--- config.mk ---
export PLATFORM = sky130hd
export DESIGN_NAME = decode_top
export DESIGN_NICKNAME = d
export VERILOG_FILES = /design/src/decode_pkg.sv /design/src/queue_select.sv /design/src/exec_decode.sv /design/src/branch_decode.sv /design/src/operand_decode.sv /design/src/decode_stage_reg.sv /design/src/decode_top.sv
export VERILOG_INCLUDE_DIRS = /design/src /design/src/src
export SDC_FILE = /design/constraint.sdc
export NUM_CORES = 1
export LEC_CHECK = 0
export ABC_AREA = 0
export BUFFER_PORTS_ARGS = -buffer_cell sky130_fd_sc_hd__buf_2
export CORE_AREA = 3 3 128 130
export DETAILED_ROUTE_END_ITERATION = 10
export DIE_AREA = 0 0 131 133
export PLACE_DENSITY = 0.67
export SETUP_SLACK_MARGIN = 0.4
export SLEW_MARGIN = 20
export SYNTH_ARGS = -nofsm -noshare
export SYNTH_HDL_FRONTEND = slang
export SYNTH_SLANG_ARGS = --single-unit
--- constraint.sdc ---
create_clock -name clk -period 0.8 [get_ports clk]
set_clock_uncertainty 0.2 [all_clocks]
set_input_delay 0.04 -clock clk [delete_from_list [all_inputs] [get_ports clk]]
set_output_delay 0.04 -clock clk [all_outputs]
set_load 0.05 [all_outputs]
--- src/decode_defines.svh ---
`ifndef DECODE_DEFINES_SVH
`define DECODE_DEFINES_SVH

// Instruction word and PC
`define INSTR_W 32

// Architectural register index
`define REG_IDX_W 5

// ALU immediate, wide enough for LU12I.W si20
`define ALU_IMM_W 20

// Branch immediate, wide enough for B/BL offs26
`define BRU_IMM_W 26

// Exception code raised before decode
`define EXC_W 2

`endif

--- src/decode_pkg.sv ---
`default_nettype none

`include "decode_defines.svh"

package decode_pkg;

    typedef logic [`INSTR_W-1:0]   instr_t;
    typedef logic [`INSTR_W-1:0]   pc_t;
    typedef logic [`REG_IDX_W-1:0] reg_idx_t;
    typedef logic [`ALU_IMM_W-1:0] alu_imm_t;
    typedef logic [`BRU_IMM_W-1:0] bru_imm_t;
    typedef logic [`EXC_W-1:0]     exc_t;      // Zero means no exception
    typedef logic [`EXC_W:0]       exc3_t;     // MSB is illegal instruction

    typedef enum logic [2:0] {
        IQ_NONE   = 3'b000,
        IQ_BRU    = 3'b001,
        IQ_MULDIV = 3'b010,
        IQ_ALU    = 3'b100
    } iq_sel_t;

    // Codes follow the existing ALU encoding, gaps are the dropped counter reads
    typedef enum logic [4:0] {
        ALU_LU12I = 5'd0,
        ALU_SLTI  = 5'd1,
        ALU_SLTUI = 5'd2,
        ALU_ADDI  = 5'd3,
        ALU_ANDI  = 5'd4,
        ALU_ORI   = 5'd5,
        ALU_XORI  = 5'd6,
        ALU_ADD   = 5'd7,
        ALU_SUB   = 5'd8,
        ALU_SLT   = 5'd9,
        ALU_SLTU  = 5'd10,
        ALU_NOR   = 5'd11,
        ALU_AND   = 5'd12,
        ALU_OR    = 5'd13,
        ALU_XOR   = 5'd14,
        ALU_SLL   = 5'd15,
        ALU_SRL   = 5'd16,
        ALU_SRA   = 5'd17,
        ALU_SLLI  = 5'd21,
        ALU_SRLI  = 5'd22,
        ALU_SRAI  = 5'd23
    } alu_op_t;

    typedef enum logic [2:0] {
        MD_DIV   = 3'd0,
        MD_MOD   = 3'd1,
        MD_DIVU  = 3'd2,
        MD_MODU  = 3'd3,
        MD_MUL   = 3'd4,
        MD_MULH  = 3'd5,
        MD_MULHU = 3'd6
    } muldiv_op_t;

    typedef enum logic [3:0] {
        BRU_PCADDU12I = 4'd0,
        BRU_JIRL      = 4'd1,
        BRU_B         = 4'd2,
        BRU_BL        = 4'd3,
        BRU_BEQ       = 4'd4,
        BRU_BNE       = 4'd5,
        BRU_BLT       = 4'd6,
        BRU_BGE       = 4'd7,
        BRU_BLTU      = 4'd8,
        BRU_BGEU      = 4'd9
    } bru_op_t;

    typedef struct packed {
        alu_op_t    alu_op;
        muldiv_op_t muldiv_op;
        alu_imm_t   alu_imm;
    } exec_fields_t;

    typedef struct packed {
        bru_op_t  bru_op;
        bru_imm_t bru_imm;
    } branch_fields_t;

    typedef struct packed {
        logic     dest_en;
        reg_idx_t dest;
        logic     src1_en;
        reg_idx_t src1;
        logic     src2_en;
        reg_idx_t src2;
    } operand_fields_t;

    typedef struct packed {
        iq_sel_t         iq_sel;
        exec_fields_t    exec;
        branch_fields_t  branch;
        operand_fields_t operands;
    } uop_t;

endpackage

`default_nettype wire

--- src/queue_select.sv ---
`default_nettype none

module queue_select (
    input  decode_pkg::instr_t  instr,
    output decode_pkg::iq_sel_t iq_sel
);

    logic is_alu_3r;
    logic is_shift_imm;
    logic is_alu_2ri12;
    logic is_lu12i;
    logic is_pcaddu;
    logic is_muldiv;
    logic is_branch;

    // ADD SUB SLT SLTU NOR AND OR XOR SLL SRL SRA
    assign is_alu_3r = instr[31:15] inside {
        17'h00020, 17'h00022, 17'h00024, 17'h00025, 17'h00028, 17'h00029,
        17'h0002a, 17'h0002b, 17'h0002e, 17'h0002f, 17'h00030
    };

    assign is_shift_imm = instr[31:15] inside {17'h00081, 17'h00089, 17'h00091};

    // SLTI SLTUI ADDI ANDI ORI XORI
    assign is_alu_2ri12 = instr[31:22] inside {
        10'h008, 10'h009, 10'h00a, 10'h00d, 10'h00e, 10'h00f
    };

    assign is_lu12i  = instr[31:25] == 7'b0001010;
    assign is_pcaddu = instr[31:25] == 7'b0001110;

    // MUL MULH MULHU, then DIV MOD DIVU MODU
    assign is_muldiv = instr[31:15] inside {
        17'h00038, 17'h00039, 17'h0003a,
        17'h00040, 17'h00041, 17'h00042, 17'h00043
    };

    // JIRL through BGEU
    assign is_branch = (instr[31:26] >= 6'h13) && (instr[31:26] <= 6'h1b);

    always_comb begin
        if (is_alu_3r || is_shift_imm || is_alu_2ri12 || is_lu12i) begin
            iq_sel = decode_pkg::IQ_ALU;
        end else if (is_muldiv) begin
            iq_sel = decode_pkg::IQ_MULDIV;
        end else if (is_pcaddu || is_branch) begin
            iq_sel = decode_pkg::IQ_BRU;
        end else begin
            iq_sel = decode_pkg::IQ_NONE; // Illegal instruction
        end
    end

endmodule

`default_nettype wire

--- src/exec_decode.sv ---
`default_nettype none

module exec_decode (
    input  decode_pkg::instr_t       instr,
    input  decode_pkg::iq_sel_t      iq_sel,
    output decode_pkg::exec_fields_t exec
);

    always_comb begin
        exec = '0;
        case (iq_sel)
            decode_pkg::IQ_ALU: begin
                if (instr[28]) begin // LU12I.W
                    exec.alu_op  = decode_pkg::ALU_LU12I;
                    exec.alu_imm = instr[24:5];
                end else begin
                    exec.alu_imm = decode_pkg::alu_imm_t'(instr[21:10]);
                    if (instr[25]) begin // 2RI12 group
                        case (instr[24:22])
                            3'b000:  exec.alu_op = decode_pkg::ALU_SLTI;
                            3'b001:  exec.alu_op = decode_pkg::ALU_SLTUI;
                            3'b010:  exec.alu_op = decode_pkg::ALU_ADDI;
                            3'b101:  exec.alu_op = decode_pkg::ALU_ANDI;
                            3'b110:  exec.alu_op = decode_pkg::ALU_ORI;
                            3'b111:  exec.alu_op = decode_pkg::ALU_XORI;
                            default: ;
                        endcase
                    end else begin
                        // Bit 22 splits shift-immediates from 3R ops
                        case (instr[22:15])
                            8'h20:   exec.alu_op = decode_pkg::ALU_ADD;
                            8'h22:   exec.alu_op = decode_pkg::ALU_SUB;
                            8'h24:   exec.alu_op = decode_pkg::ALU_SLT;
                            8'h25:   exec.alu_op = decode_pkg::ALU_SLTU;
                            8'h28:   exec.alu_op = decode_pkg::ALU_NOR;
                            8'h29:   exec.alu_op = decode_pkg::ALU_AND;
                            8'h2a:   exec.alu_op = decode_pkg::ALU_OR;
                            8'h2b:   exec.alu_op = decode_pkg::ALU_XOR;
                            8'h2e:   exec.alu_op = decode_pkg::ALU_SLL;
                            8'h2f:   exec.alu_op = decode_pkg::ALU_SRL;
                            8'h30:   exec.alu_op = decode_pkg::ALU_SRA;
                            8'h81:   exec.alu_op = decode_pkg::ALU_SLLI;
                            8'h89:   exec.alu_op = decode_pkg::ALU_SRLI;
                            8'h91:   exec.alu_op = decode_pkg::ALU_SRAI;
                            default: ;
                        endcase
                    end
                end
            end
            decode_pkg::IQ_MULDIV: begin
                case ({instr[21], instr[16:15]}) // Bit 21 set for divide group
                    3'b000:  exec.muldiv_op = decode_pkg::MD_MUL;
                    3'b001:  exec.muldiv_op = decode_pkg::MD_MULH;
                    3'b010:  exec.muldiv_op = decode_pkg::MD_MULHU;
                    3'b100:  exec.muldiv_op = decode_pkg::MD_DIV;
                    3'b101:  exec.muldiv_op = decode_pkg::MD_MOD;
                    3'b110:  exec.muldiv_op = decode_pkg::MD_DIVU;
                    3'b111:  exec.muldiv_op = decode_pkg::MD_MODU;
                    default: ;
                endcase
            end
            default: ;
        endcase
    end

endmodule

`default_nettype wire

--- src/branch_decode.sv ---
`default_nettype none

module branch_decode (
    input  decode_pkg::instr_t         instr,
    input  decode_pkg::iq_sel_t        iq_sel,
    output decode_pkg::branch_fields_t branch
);

    always_comb begin
        branch = '0;
        if (iq_sel == decode_pkg::IQ_BRU) begin
            if (!instr[30]) begin // PCADDU12I
                branch.bru_op  = decode_pkg::BRU_PCADDU12I;
                branch.bru_imm = decode_pkg::bru_imm_t'(instr[24:5]);
            end else begin
                if (instr[29:27] == 3'b010) begin
                    branch.bru_imm = {instr[9:0], instr[25:10]}; // offs26 of B and BL
                end else begin
                    branch.bru_imm = decode_pkg::bru_imm_t'(instr[25:10]);
                end
                case (instr[29:26])
                    4'h3:    branch.bru_op = decode_pkg::BRU_JIRL;
                    4'h4:    branch.bru_op = decode_pkg::BRU_B;
                    4'h5:    branch.bru_op = decode_pkg::BRU_BL;
                    4'h6:    branch.bru_op = decode_pkg::BRU_BEQ;
                    4'h7:    branch.bru_op = decode_pkg::BRU_BNE;
                    4'h8:    branch.bru_op = decode_pkg::BRU_BLT;
                    4'h9:    branch.bru_op = decode_pkg::BRU_BGE;
                    4'ha:    branch.bru_op = decode_pkg::BRU_BLTU;
                    4'hb:    branch.bru_op = decode_pkg::BRU_BGEU;
                    default: ;
                endcase
            end
        end
    end

endmodule

`default_nettype wire

--- src/operand_decode.sv ---
`default_nettype none

module operand_decode (
    input  decode_pkg::instr_t          instr,
    input  decode_pkg::iq_sel_t         iq_sel,
    output decode_pkg::operand_fields_t operands
);

    logic is_jirl;
    logic is_b;
    logic is_bl;
    logic is_cond_br;
    logic is_lu12i;
    logic is_pcaddu;
    logic is_alu_3r;

    assign is_jirl    = instr[31:26] == 6'h13;
    assign is_b       = instr[31:26] == 6'h14;
    assign is_bl      = instr[31:26] == 6'h15;
    assign is_cond_br = (instr[31:26] >= 6'h16) && (instr[31:26] <= 6'h1b); // BEQ to BGEU
    assign is_lu12i   = instr[31:25] == 7'b0001010;
    assign is_pcaddu  = instr[31:25] == 7'b0001110;
    assign is_alu_3r  = (iq_sel == decode_pkg::IQ_ALU) && (instr[31:20] == 12'h001);

    always_comb begin
        operands = '0;
        if (iq_sel != decode_pkg::IQ_NONE) begin
            operands.dest    = is_bl ? 5'd1 : instr[4:0]; // BL links to r1
            operands.dest_en = (iq_sel != decode_pkg::IQ_BRU) || is_jirl || is_bl || is_pcaddu;
            operands.src1    = instr[9:5];
            operands.src1_en = !(is_lu12i || is_pcaddu || is_b || is_bl);
            if (is_alu_3r || (iq_sel == decode_pkg::IQ_MULDIV)) begin
                operands.src2    = instr[14:10];
                operands.src2_en = 1'b1;
            end else if (is_cond_br) begin
                operands.src2    = instr[4:0]; // rd field is compared, not written
                operands.src2_en = 1'b1;
            end
        end
    end

endmodule

`default_nettype wire

--- src/decode_stage_reg.sv ---
`default_nettype none

module decode_stage_reg (
    input  logic                clk,
    input  logic                rst_n,
    input  logic                flush,
    input  logic                hold,
    input  logic                instr_vld,
    input  decode_pkg::pc_t     pc_stage2,
    input  decode_pkg::exc_t    except_stage2,
    input  decode_pkg::uop_t    uop_next,
    output logic                decode_vld,
    output decode_pkg::uop_t    uop,
    output decode_pkg::pc_t     pc_stage3,
    output decode_pkg::exc3_t   except_stage3
);

    logic legal;

    assign legal = uop_next.iq_sel != decode_pkg::IQ_NONE;

    always_ff @(posedge clk or negedge rst_n) begin
        if (!rst_n) begin
            decode_vld    <= 1'b0;
            uop           <= '0;
            except_stage3 <= '0;
        end else if (flush) begin
            decode_vld    <= 1'b0;
            uop           <= '0;
            except_stage3 <= '0;
        end else if (!hold) begin
            if (|except_stage2) begin // Upstream fault wins over decode
                decode_vld    <= 1'b0;
                uop           <= '0;
                except_stage3 <= {1'b0, except_stage2};
            end else if (instr_vld) begin
                decode_vld    <= legal;
                uop           <= legal ? uop_next : '0;
                except_stage3 <= {~legal, decode_pkg::exc_t'(0)};
            end else begin
                decode_vld    <= 1'b0;
                uop           <= '0;
                except_stage3 <= '0;
            end
        end
    end

    // PC survives flush so the faulting address stays visible
    always_ff @(posedge clk or negedge rst_n) begin
        if (!rst_n) begin
            pc_stage3 <= '0;
        end else if (!flush && !hold && (instr_vld || (|except_stage2))) begin
            pc_stage3 <= pc_stage2;
        end
    end

endmodule

`default_nettype wire

--- src/decode_top.sv ---
`default_nettype none

module decode_top (
    input  logic                clk,
    input  logic                rst_n,
    input  logic                flush,
    input  logic                hold,
    input  logic                instr_vld,
    input  decode_pkg::instr_t  instr,
    input  decode_pkg::pc_t     pc_stage2,
    input  decode_pkg::exc_t    except_stage2,
    output logic                decode_vld,
    output decode_pkg::uop_t    uop,
    output decode_pkg::pc_t     pc_stage3,
    output decode_pkg::exc3_t   except_stage3
);

    wire decode_pkg::uop_t uop_next; // Each decoder drives its own member

    queue_select queue_select_i (
        .instr  (instr),
        .iq_sel (uop_next.iq_sel)
    );

    exec_decode exec_decode_i (
        .instr  (instr),
        .iq_sel (uop_next.iq_sel),
        .exec   (uop_next.exec)
    );

    branch_decode branch_decode_i (
        .instr  (instr),
        .iq_sel (uop_next.iq_sel),
        .branch (uop_next.branch)
    );

    operand_decode operand_decode_i (
        .instr    (instr),
        .iq_sel   (uop_next.iq_sel),
        .operands (uop_next.operands)
    );

    decode_stage_reg decode_stage_reg_i (
        .clk           (clk),
        .rst_n         (rst_n),
        .flush         (flush),
        .hold          (hold),
        .instr_vld     (instr_vld),
        .pc_stage2     (pc_stage2),
        .except_stage2 (except_stage2),
        .uop_next      (uop_next),
        .decode_vld    (decode_vld),
        .uop           (uop),
        .pc_stage3     (pc_stage3),
        .except_stage3 (except_stage3)
    );

endmodule

`default_nettype wire

==> impl_metrics.py, run 1 <==
metrics = {
    "timing": {
        "fin_crit_sh": 2.01,
        "worstMarginPinSlew_ns": 0.315,
        "fin_ws_ns": -0.808,
        "hold_violations": 215,
        "slew_violations": 0,
        "whs_ns": -0.742,
        "timing.fmax_mhz": 622,
        "rsz0062_at_grt": "yes",
        "setup_violations": 230,
        "slew_headroom": 0.787,
        "min_period_ns": 1.61,
    },
    "final_layout": {
        "antennaDiodeCount": 0,
        "post-route-util": 0.676,
        "design_area_mm2": 0.0103,
        "syn_to_final_growth_pct": 93.8,
        "final_nets": 920,
        "drive_gt1_frac": 0.706,
        "fillers": 1051,
    },
    "route": {
        "ant_nets": 0,
        "vias": 5566,
        "drc": 0,
        "dr.pass1.iters": 5,
        "routedWlPerCell_um": 19.8,
        "drtIter0Drc": 283,
        "wl_um": 21200,
        "vias_per_cell": 5.19,
    },
    "pwr": {
        "pwr-share-comb": 0.222,
        "switchingPower_mw": 5.34,
        "seq_power_share": 0.333,
        "max-vdd-ir-drop_v": 0.00157,
        "internal-power_mw": 14.0,
        "p_leak_nw": 4.77,
        "cellPowerDensity_mw_per_mm2": 1870,
        "p_sw_frac": 0.277,
        "pwr-share-clk": 0.445,
    },
    "clock_tree": {
        "cts_made_buffers": 17,
        "ctsLongestPathBuffers": 2,
        "path_clk_slew_ns": 0.06,
        "htree_num_levels": 4,
        "root_buffer": "clkbuf_16",
        "clock-sinks": 115,
        "cts_tree": "done",
        "insertion_delay_ns": 0.41,
    },
    "yosys": {
        "ys_seq_elements": 115,
        "synth_area_leaders": "dfrtp_1 (54%), mux2_2 (6.8%), nand2_1 (6.2%)",
        "synth.most_common_cell": "dfrtp_1",
        "synth_commonest_cells": "dfrtp_1 (115), nand2_1 (88), o21ai_0 (55), mux2_2 (32), mux2i_1 (31)",
        "ys.flop_type": "dfrtp_1",
        "synth_top_cell_by_area": "dfrtp_1",
        "synth.distinct_cells": 48,
        "ys_seq_area_frac": 0.541,
        "netlist_area_mm2": 0.00532,
        "synth-async-reset-ratio": 1.00,
        "synth_edf_count": 0,
        "synthesis.instances": 505,
        "synth_top_area_share": 0.541,
        "synth_nets": 576,
        "synthesis.yosys.warnings": 0,
        "syn_avg_cell_area_um2": 10.5,
    },
    "run_status": {
        "status": "complete, but fails checks",
        "violations": "hold timing, setup timing",
    },
    "critical_path": {
        "end_kind": "register",
        "reg2reg_depth": 3,
        "arrival_ns": 1.75,
        "crit_fanout": 5,
        "critPathKind": "input pin to register",
        "r2r-end": "decode_stage_reg_i.uop[7]",
        "rrSetupSlack_ns": -0.38,
        "critPathLaunchType": "input pin",
        "r2r-start": "decode_stage_reg_i.uop[7]",
        "cp.required_ns": 0.94,
    },
    "global_route": {
        "grt_pass1_vias": 5725,
        "use_met1": 0.271,
        "grt_pass1_wl_um": 30800,
        "antenna_found_initial": 0,
        "busiest_layer": "met2",
        "use_met2": 0.400,
        "grt_use_met3": 0.0488,
        "grt_overflow": 0,
        "grt_max_degree": 40,
        "grt_usage": 0.230,
    },
    "die": {
        "die_y_um": 133,
        "ios": 186,
        "die_w_um": 131,
        "initial_core_util": 0.349,
        "core_area_mm2": 0.0153,
        "dieArea_mm2": 0.0174,
        "num_rows": 45,
    },
    "place": {
        "placed_cell_area_mm2": 0.00776,
        "dp_hpwl_um": 13900,
        "numPortBuffers": 185,
        "gp_congestion": 0.855,
    },
    "run": {
        "maxCapViolCount": 0,
    },
    "min_path": {
        "hp-class": "input pin to asynchronous set/reset pin",
    },
}
-- cells in the final DEF (no fill, tap or decap), drive strengths merged, types with 3 or more instances in the layout --
cell type  Yosys  layout
nor3           4       4
o31ai          3       3
buf            9     358
clkinv         0       3
bufinv         0       5
nor2b          8       8
mux2          32      32
a21oi         19      19
a21o           5       5
nand2b         9       9
a22o          17      17
nand2         88      88
a22oi          5       5
nor2          14      14
mux2i         31      31
inv            5       7
a32o           8       8
o21ai         61      62
o21a           3       3
or3            3       3
nand3          8       8
nor4b          3       3
clkbuf        26      22
dfrtp        115     115
-- critical path, stage by stage --
cell,delay [ns]
buf_6,0.09
or4b_4,0.55
a21o_1,0.19
a31o_1,0.22
a31o_4,0.24
or2_4,0.29
o21ai_2,0.13
-- worst max path at each step --
| stage | from | to | depth (start not counted) |
|---|---|---|---|
| 2_1_floorplan | instr[20] | decode_stage_reg_i.uop[71] | 7 |
| 3_3_place_gp | instr[22] | decode_stage_reg_i.uop[73] | 7 |
| 3_5_place_dp | instr[22] | decode_stage_reg_i.uop[65] | 7 |
| 4_1_cts | instr[21] | decode_stage_reg_i.uop[75] | 7 |
| 5_1_grt | instr[21] | decode_stage_reg_i.uop[73] | 7 |
| 6_report | instr[21] | decode_stage_reg_i.uop[75] | 7 |
-- repair_timing --
item | CTS | global route
gates cloned | 2 | 1
gates resized for setup | 354 | 50
pin swaps | 33 | 24
endpoints found under the hold margin | 218 | 215
endpoints found under the setup margin | 230 | 230
buffers inserted | 40 | 26
-- power by group through the flow --
stage | combinational [mW] | clock, mW | sequential [mW]
global placement | 3.26 | 0 | 6.38
global route | 4.49 | 9.01 | 6.45
floorplan | 0.976 | 0 | 7.44
finish | 4.29 | 8.60 | 6.43
detailed placement | 3.28 | 0 | 6.40
CTS | 3.99 | 8.70 | 6.38
-- sequential cells by signal (all words and copies together) (netlist names) --
register / cells
decode_stage_reg_i.uop: 79
decode_stage_reg_i.pc_stage3: 32
decode_stage_reg_i.except_stage3: 3
decode_stage_reg_i.decode_vld: 1
-- per-layer routing --
metal | vias up | share of wire
met5 | - | 0
met4 | 0 | 0.031
met3 | 48 | 0.059
met2 | 247 | 0.51
met1 | 2772 | 0.40
li1 | 2499 | -
-- cells by family after synthesis --
| kind of cell | after synthesis | synth area share |
|---|---|---|
| xor+xnor | 1 | 0.00165 |
| mux | 63 | 0.126 |
| simple gates | 152 | 0.136 |
| flops | 115 | 0.541 |
| buf+inv | 40 | 0.0299 |
| compound gates | 134 | 0.165 |
-- metrics by stage --
stage,power (mW),setup TNS (ns),hold slack (ns),std cells,setup WS [ns]
6_report,19.3,-105.13,-0.742,1073,-0.808
5_1_grt,19.9,-110.15,-0.763,1073,-0.808
4_1_cts,19.1,-102.90,-0.759,1046,-0.794
3_5_place_dp,9.68,-109.64,-0.312,972,-1.30
3_3_place_gp,9.64,-105.40,-0.314,972,-1.18
2_1_floorplan,8.41,-76.52,-0.456,505,-1.00
-- area by class of cell --
cell class,count,area (um2),share of cell area
Clock buffer,21,470,0.0456
Clock inverter,11,198,0.0192
Inverter,5,18.8,0.00182
Multi-Input combinational cell,351,2810,0.273
Sequential cell,115,3020,0.292
Tap cell,211,264,0.0256
Timing Repair Buffer,359,3530,0.342
(Power assumes the default switching activity.)
==> run 2: changes to the inputs <==
- CORE_AREA: 3 3 128 130 -> 3 3 147 113
- DIE_AREA: 0 0 131 133 -> 0 0 150 116
==> impl_metrics.py, run 2 (synthesis results as in run 1) <==
metrics = {
    "run_status": {
        "status": "complete, but fails checks",
        "violations": "hold timing, setup timing",
    },
    "final_layout": {
        "regMostFlops": "decode_stage_reg_i.uop",
        "largestRegisters": "decode_stage_reg_i.uop (79), decode_stage_reg_i.pc_stage3 (32), decode_stage_reg_i.except_stage3 (3)",
        "layout_commonest_cell": "buf_6",
        "final_nets": 910,
        "syn_to_final_growth_pct": 94.2,
        "final_cell_mix": "buf_6 (128), dfrtp_2 (111), buf_4 (104)",
        "drive_gt1_frac": 0.700,
        "largest_reg_flops": 79,
        "post-route-util": 0.678,
        "antennaDiodeCount": 0,
    },
    "timing": {
        "slew_headroom": 0.789,
        "hold_violations": 214,
        "setup_tns_ns": -111.87,
        "whs_ns": -0.703,
        "timing.fmax_mhz": 639,
        "min_period_ns": 1.56,
        "fin_ws_ns": -0.764,
        "slew_violations": 0,
        "rsz0062_at_grt": "yes",
        "fin_crit_sh": 1.96,
        "worstMarginPinSlew_ns": 0.312,
        "setup_violations": 230,
    },
    "critical_path": {
        "critPathKind": "input pin to register",
        "crit_fanout": 9,
        "cp.required_ns": 0.94,
        "critPathLaunchType": "input pin",
        "arrival_ns": 1.71,
        "end_kind": "register",
    },
    "pwr": {
        "cellPowerDensity_mw_per_mm2": 1780,
        "max-vdd-ir-drop_v": 0.00112,
        "p_leak_nw": 4.74,
    },
    "route": {
        "routed.top_layer": "met4",
        "vias": 5555,
        "dr_wl_met3_um": 1500,
        "drc": 0,
        "drtIter0Drc": 430,
        "wl_met1_um": 8850,
        "dr.pass1.iters": 5,
        "wl_met2_um": 10300,
        "vias_per_cell": 5.26,
        "routedWlPerCell_um": 20.0,
        "ant_nets": 0,
        "wl_um": 21200,
    },
    "global_route": {
        "grt_pass1_wl_um": 31600,
        "grt_usage": 0.235,
        "grt_pass1_vias": 5755,
        "antenna_found_initial": 0,
        "grt_max_degree": 33,
        "grt_overflow": 0,
    },
    "clock_tree": {
        "insertion_delay_ns": 0.41,
        "cts_tree": "done",
        "clock-sinks": 115,
        "ctsLongestPathBuffers": 2,
        "cts_made_buffers": 17,
        "root_buffer": "clkbuf_16",
        "htree_num_levels": 4,
        "path_clk_slew_ns": 0.06,
    },
    "place": {
        "gp_congestion": 0.918,
        "numPortBuffers": 185,
        "dp_hpwl_um": 14100,
        "place_ws_ns": -1.26,
    },
    "min_path": {
        "hp-class": "input pin to asynchronous set/reset pin",
    },
    "die": {
        "die_y_um": 116,
        "num_rows": 39,
        "initial_core_util": 0.349,
        "die_w_um": 150,
        "dieArea_mm2": 0.0174,
        "core_area_mm2": 0.0152,
        "ios": 186,
    },
    "run": {
        "maxCapViolCount": 0,
    },
}
run 2: changes by cell type in the layout (fill, tap and decap cells not counted), moves of 5 or more:
cell / before / now
buf_12: 20 / 35
buf_4: 119 / 104
buf_8: 26 / 19
buf_6: 133 / 128
clkinv_2: 1 / 6
o21ai_0: 6 / 11
run 2: layout make-up:
cell class | instances | area, um2
clock buffers | 18 | 429
clock inverters | 14 | 161
fillers | 1041 | 4900
inverters | 5 | 18.8
multi-input cells | 351 | 2810
flip-flops and latches | 115 | 3020
well taps | 205 | 256
repair buffers | 349 | 3640
run 2: routing by layer:
layer | vias to the layer above | track usage
li1 | 2475 | -
met1 | 2762 | 0.314
met2 | 264 | 0.382
met3 | 54 | 0.0571
met4 | 0 | 0.0713
met5 | - | 0
run 2: where the power goes:
part	internal, mW	switching (mW)	leakage [nW]
clock network	4.88	2.78	0.290
logic	2.05	2.28	3.08
registers	6.16	0.250	1.37
total	13.1	5.31	4.74
run 2: worst paths after layout:
check	startpoint	slack, ns	depth (start not counted)	endpoint
max	instr[19]	-0.76	9	decode_stage_reg_i.uop[9]
min	rst_n	-0.70	1	decode_stage_reg_i.uop[53]
max reg2reg	decode_stage_reg_i.pc_stage3[6]	-0.40	3	decode_stage_reg_i.pc_stage3[6]
min reg2reg	decode_stage_reg_i.uop[32]	0.30	2	decode_stage_reg_i.uop[32]
max in group asynchronous	rst_n	0.65	2	decode_stage_reg_i.pc_stage3[28]
min in group clk	pc_stage2[17]	-0.35	2	decode_stage_reg_i.pc_stage3[17]
run 2: metrics by stage:
stage / area (um2) / power, mW / std cells
6_report: 10300 / 18.4 / 1057
5_1_grt: 10300 / 19.0 / 1057
4_1_cts: 9890 / 18.2 / 1032
3_5_place_dp: 7920 / 9.73 / 965
3_3_place_gp: 7920 / 9.66 / 965
2_1_floorplan: 5710 / 8.41 / 505
run 2: repair_timing:
item / 4_1_cts / 5_1_grt
gates cloned: 4 / 2
pin swaps: 27 / 30
resized for setup: 309 / 61
buffers inserted: 31 / 23
setup endpoints to repair: 230 / 230
hold endpoints to repair: 217 / 214
run 2: critical path, stage by stage:
cell and delay, ns:
buf_6 0.10, buf_12 0.13, and2_1 0.16, o21a_1 0.17, o31a_1 0.38, a21oi_4 0.23
o21a_4 0.22, clkbuf_16 0.15, a22o_1 0.13
==> run 3: changes to the inputs <==
- CELL_PAD_IN_SITES_DETAIL_PLACEMENT: default -> 2
- CELL_PAD_IN_SITES_GLOBAL_PLACEMENT: default -> 2
- CORE_AREA: 3 3 147 113 -> 3 3 167 128
- DIE_AREA: 0 0 150 116 -> 0 0 170 131
- PLACE_DENSITY: 0.67 -> 0.8
==> impl_metrics.py, run 3 (synthesis results as in run 1) <==
metrics = {
    "clock_tree": {
        "insertion_delay_ns": 0.43,
        "path_clk_slew_ns": 0.06,
        "clock-sinks": 115,
        "htree_num_levels": 4,
        "cts_tree": "done",
        "cts_made_buffers": 17,
        "ctsLongestPathBuffers": 2,
        "root_buffer": "clkbuf_16",
    },
    "final_layout": {
        "largestRegisters": "decode_stage_reg_i.uop (79), decode_stage_reg_i.pc_stage3 (32), decode_stage_reg_i.except_stage3 (3)",
        "final_cell_mix": "buf_4 (141), buf_6 (130), dfrtp_2 (110)",
        "antennaDiodeCount": 0,
        "drive_gt1_frac": 0.735,
        "largest_reg_flops": 79,
        "layout_commonest_cell": "buf_4",
        "regMostFlops": "decode_stage_reg_i.uop",
        "design_area_mm2": 0.0107,
        "post-route-util": 0.536,
        "syn_to_final_growth_pct": 102,
        "final_nets": 945,
    },
    "die": {
        "core_area_mm2": 0.0200,
        "die_w_um": 170,
        "die_y_um": 131,
        "initial_core_util": 0.265,
        "dieArea_mm2": 0.0223,
        "ios": 186,
        "num_rows": 45,
    },
    "timing": {
        "whs_ns": -0.615,
        "fin_ws_ns": -0.921,
        "slew_violations": 0,
        "setup_violations": 230,
        "slew_headroom": 0.642,
        "rsz0062_at_grt": "yes",
        "worstMarginPinSlew_ns": 0.530,
        "hold_violations": 200,
        "min_period_ns": 1.72,
        "timing.fmax_mhz": 581,
        "fin_crit_sh": 2.15,
    },
    "route": {
        "dr_wl_met3_um": 1800,
        "drtIter0Drc": 434,
        "dr.pass1.iters": 5,
        "vias": 6050,
        "wl_met2_um": 17300,
        "drc": 0,
        "wl_met1_um": 13700,
        "wl_um": 34000,
        "routedWlPerCell_um": 29.8,
        "ant_nets": 0,
        "vias_per_cell": 5.29,
        "routed.top_layer": "met4",
    },
    "critical_path": {
        "arrival_ns": 1.82,
        "crit_fanout": 8,
        "worstPathCellList": "buf_2, buf_4, buf_4, a21oi_1, a21oi_1, a41oi_4, buf_6, a21oi_2, o21ai_1",
        "critPathLaunchType": "input pin",
        "cp.required_ns": 0.90,
        "crit_buf_inv": 4,
        "slowest_stage": "a21oi_1",
        "cpPeakStageDelay_ns": 0.41,
        "critPathTopFamily": "compound AO/OA/AOI/OAI gates",
        "cp.depth": 9,
        "reg2reg_depth": 4,
        "end_kind": "register",
        "critPathKind": "input pin to register",
    },
    "global_route": {
        "grt_overflow": 0,
        "grt_max_degree": 45,
        "grt_pass1_wl_um": 43600,
        "grt_pass1_vias": 6690,
        "grt_usage": 0.265,
        "antenna_found_initial": 0,
    },
    "place": {
        "placed_cell_area_mm2": 0.00793,
        "dp_hpwl_um": 17600,
        "gp_congestion": 0.882,
        "numPortBuffers": 185,
    },
    "pwr": {
        "max-vdd-ir-drop_v": 0.00141,
        "p_leak_nw": 4.94,
        "cellPowerDensity_mw_per_mm2": 1780,
    },
    "run_status": {
        "violations": "hold timing, setup timing",
        "status": "complete, but fails checks",
    },
    "run": {
        "maxCapViolCount": 0,
    },
    "min_path": {
        "hp-class": "input pin to asynchronous set/reset pin",
    },
}
==> run 3: changes by cell type in the layout (fill, tap and decap cells not counted), sizes merged <==
| cell | before | now |
|---|---|---|
| buf | 345 | 382 |
| bufinv | 3 | 2 |
| clkbuf | 22 | 24 |
| clkinv | 7 | 6 |
| inv | 7 | 5 |
| o21ai | 62 | 61 |
==> run 3: path summary, 6_finish.rpt <==
check / start / end / slack, ns
setup / recovery: instr[15] / decode_stage_reg_i.uop[3] / -0.92
min in group clk: pc_stage2[25] / decode_stage_reg_i.pc_stage3[25] / -0.36
hold reg to reg: decode_stage_reg_i.uop[21] / decode_stage_reg_i.uop[21] / 0.32
setup reg to reg: decode_stage_reg_i.except_stage3[2] / decode_stage_reg_i.except_stage3[2] / -0.47
max in group asynchronous: rst_n / decode_stage_reg_i.uop[10] / 0.67
hold / removal: rst_n / decode_stage_reg_i.pc_stage3[31] / -0.62
==> run 3: worst register-to-register path, cell delays in order (launching register included) <==
cell and delay (ns):
dfrtp_2 0.45, buf_4 0.15, buf_4 0.13, nand2_1 0.13, o31ai_4 0.10
==> run 3: area by class of cell <==
type,count,area [um2]
timing repair buffer,385,3850
multi-input combinational,350,2970
clock buffer,21,460
clock inverter,10,109
fill,1892,9300
sequential,115,3020
inverter,5,18.8
tap,258,323
==> run 3: through the flow <==
stage	instances	setup slack, ns	setup TNS, ns	power (mW)
floorplan	505	-1.00	-76.52	8.41
global placement	1021	-1.17	-103.73	9.66
detailed placement	1021	-1.34	-112.57	9.80
CTS	1105	-0.718	-108.30	18.3
global route	1144	-0.935	-121.33	19.6
finish	1144	-0.921	-116.09	19.1
==> run 3: what timing repair did <==
action                                  4_1_cts  5_1_grt
cloned                                        0        3
endpoints found under the hold margin       211      203
endpoints found under the setup margin      230      230
setup buffers                                53       36
pin swaps                                    48       35
gates resized for setup                     346       80
==> run 3: per-layer routing <==
layer	GRT usage	up-vias
met2	0.473	271
met1	0.309	3161
met5	0	-
met3	0.0665	80
met4	0.105	0
li1	-	2538
==> run 3: where the power goes <==
part | internal, mW | switching (mW)
Sequential | 6.16 | 0.306
Combinational | 2.11 | 2.58
Clock | 4.71 | 3.21
Total | 13.0 | 6.10
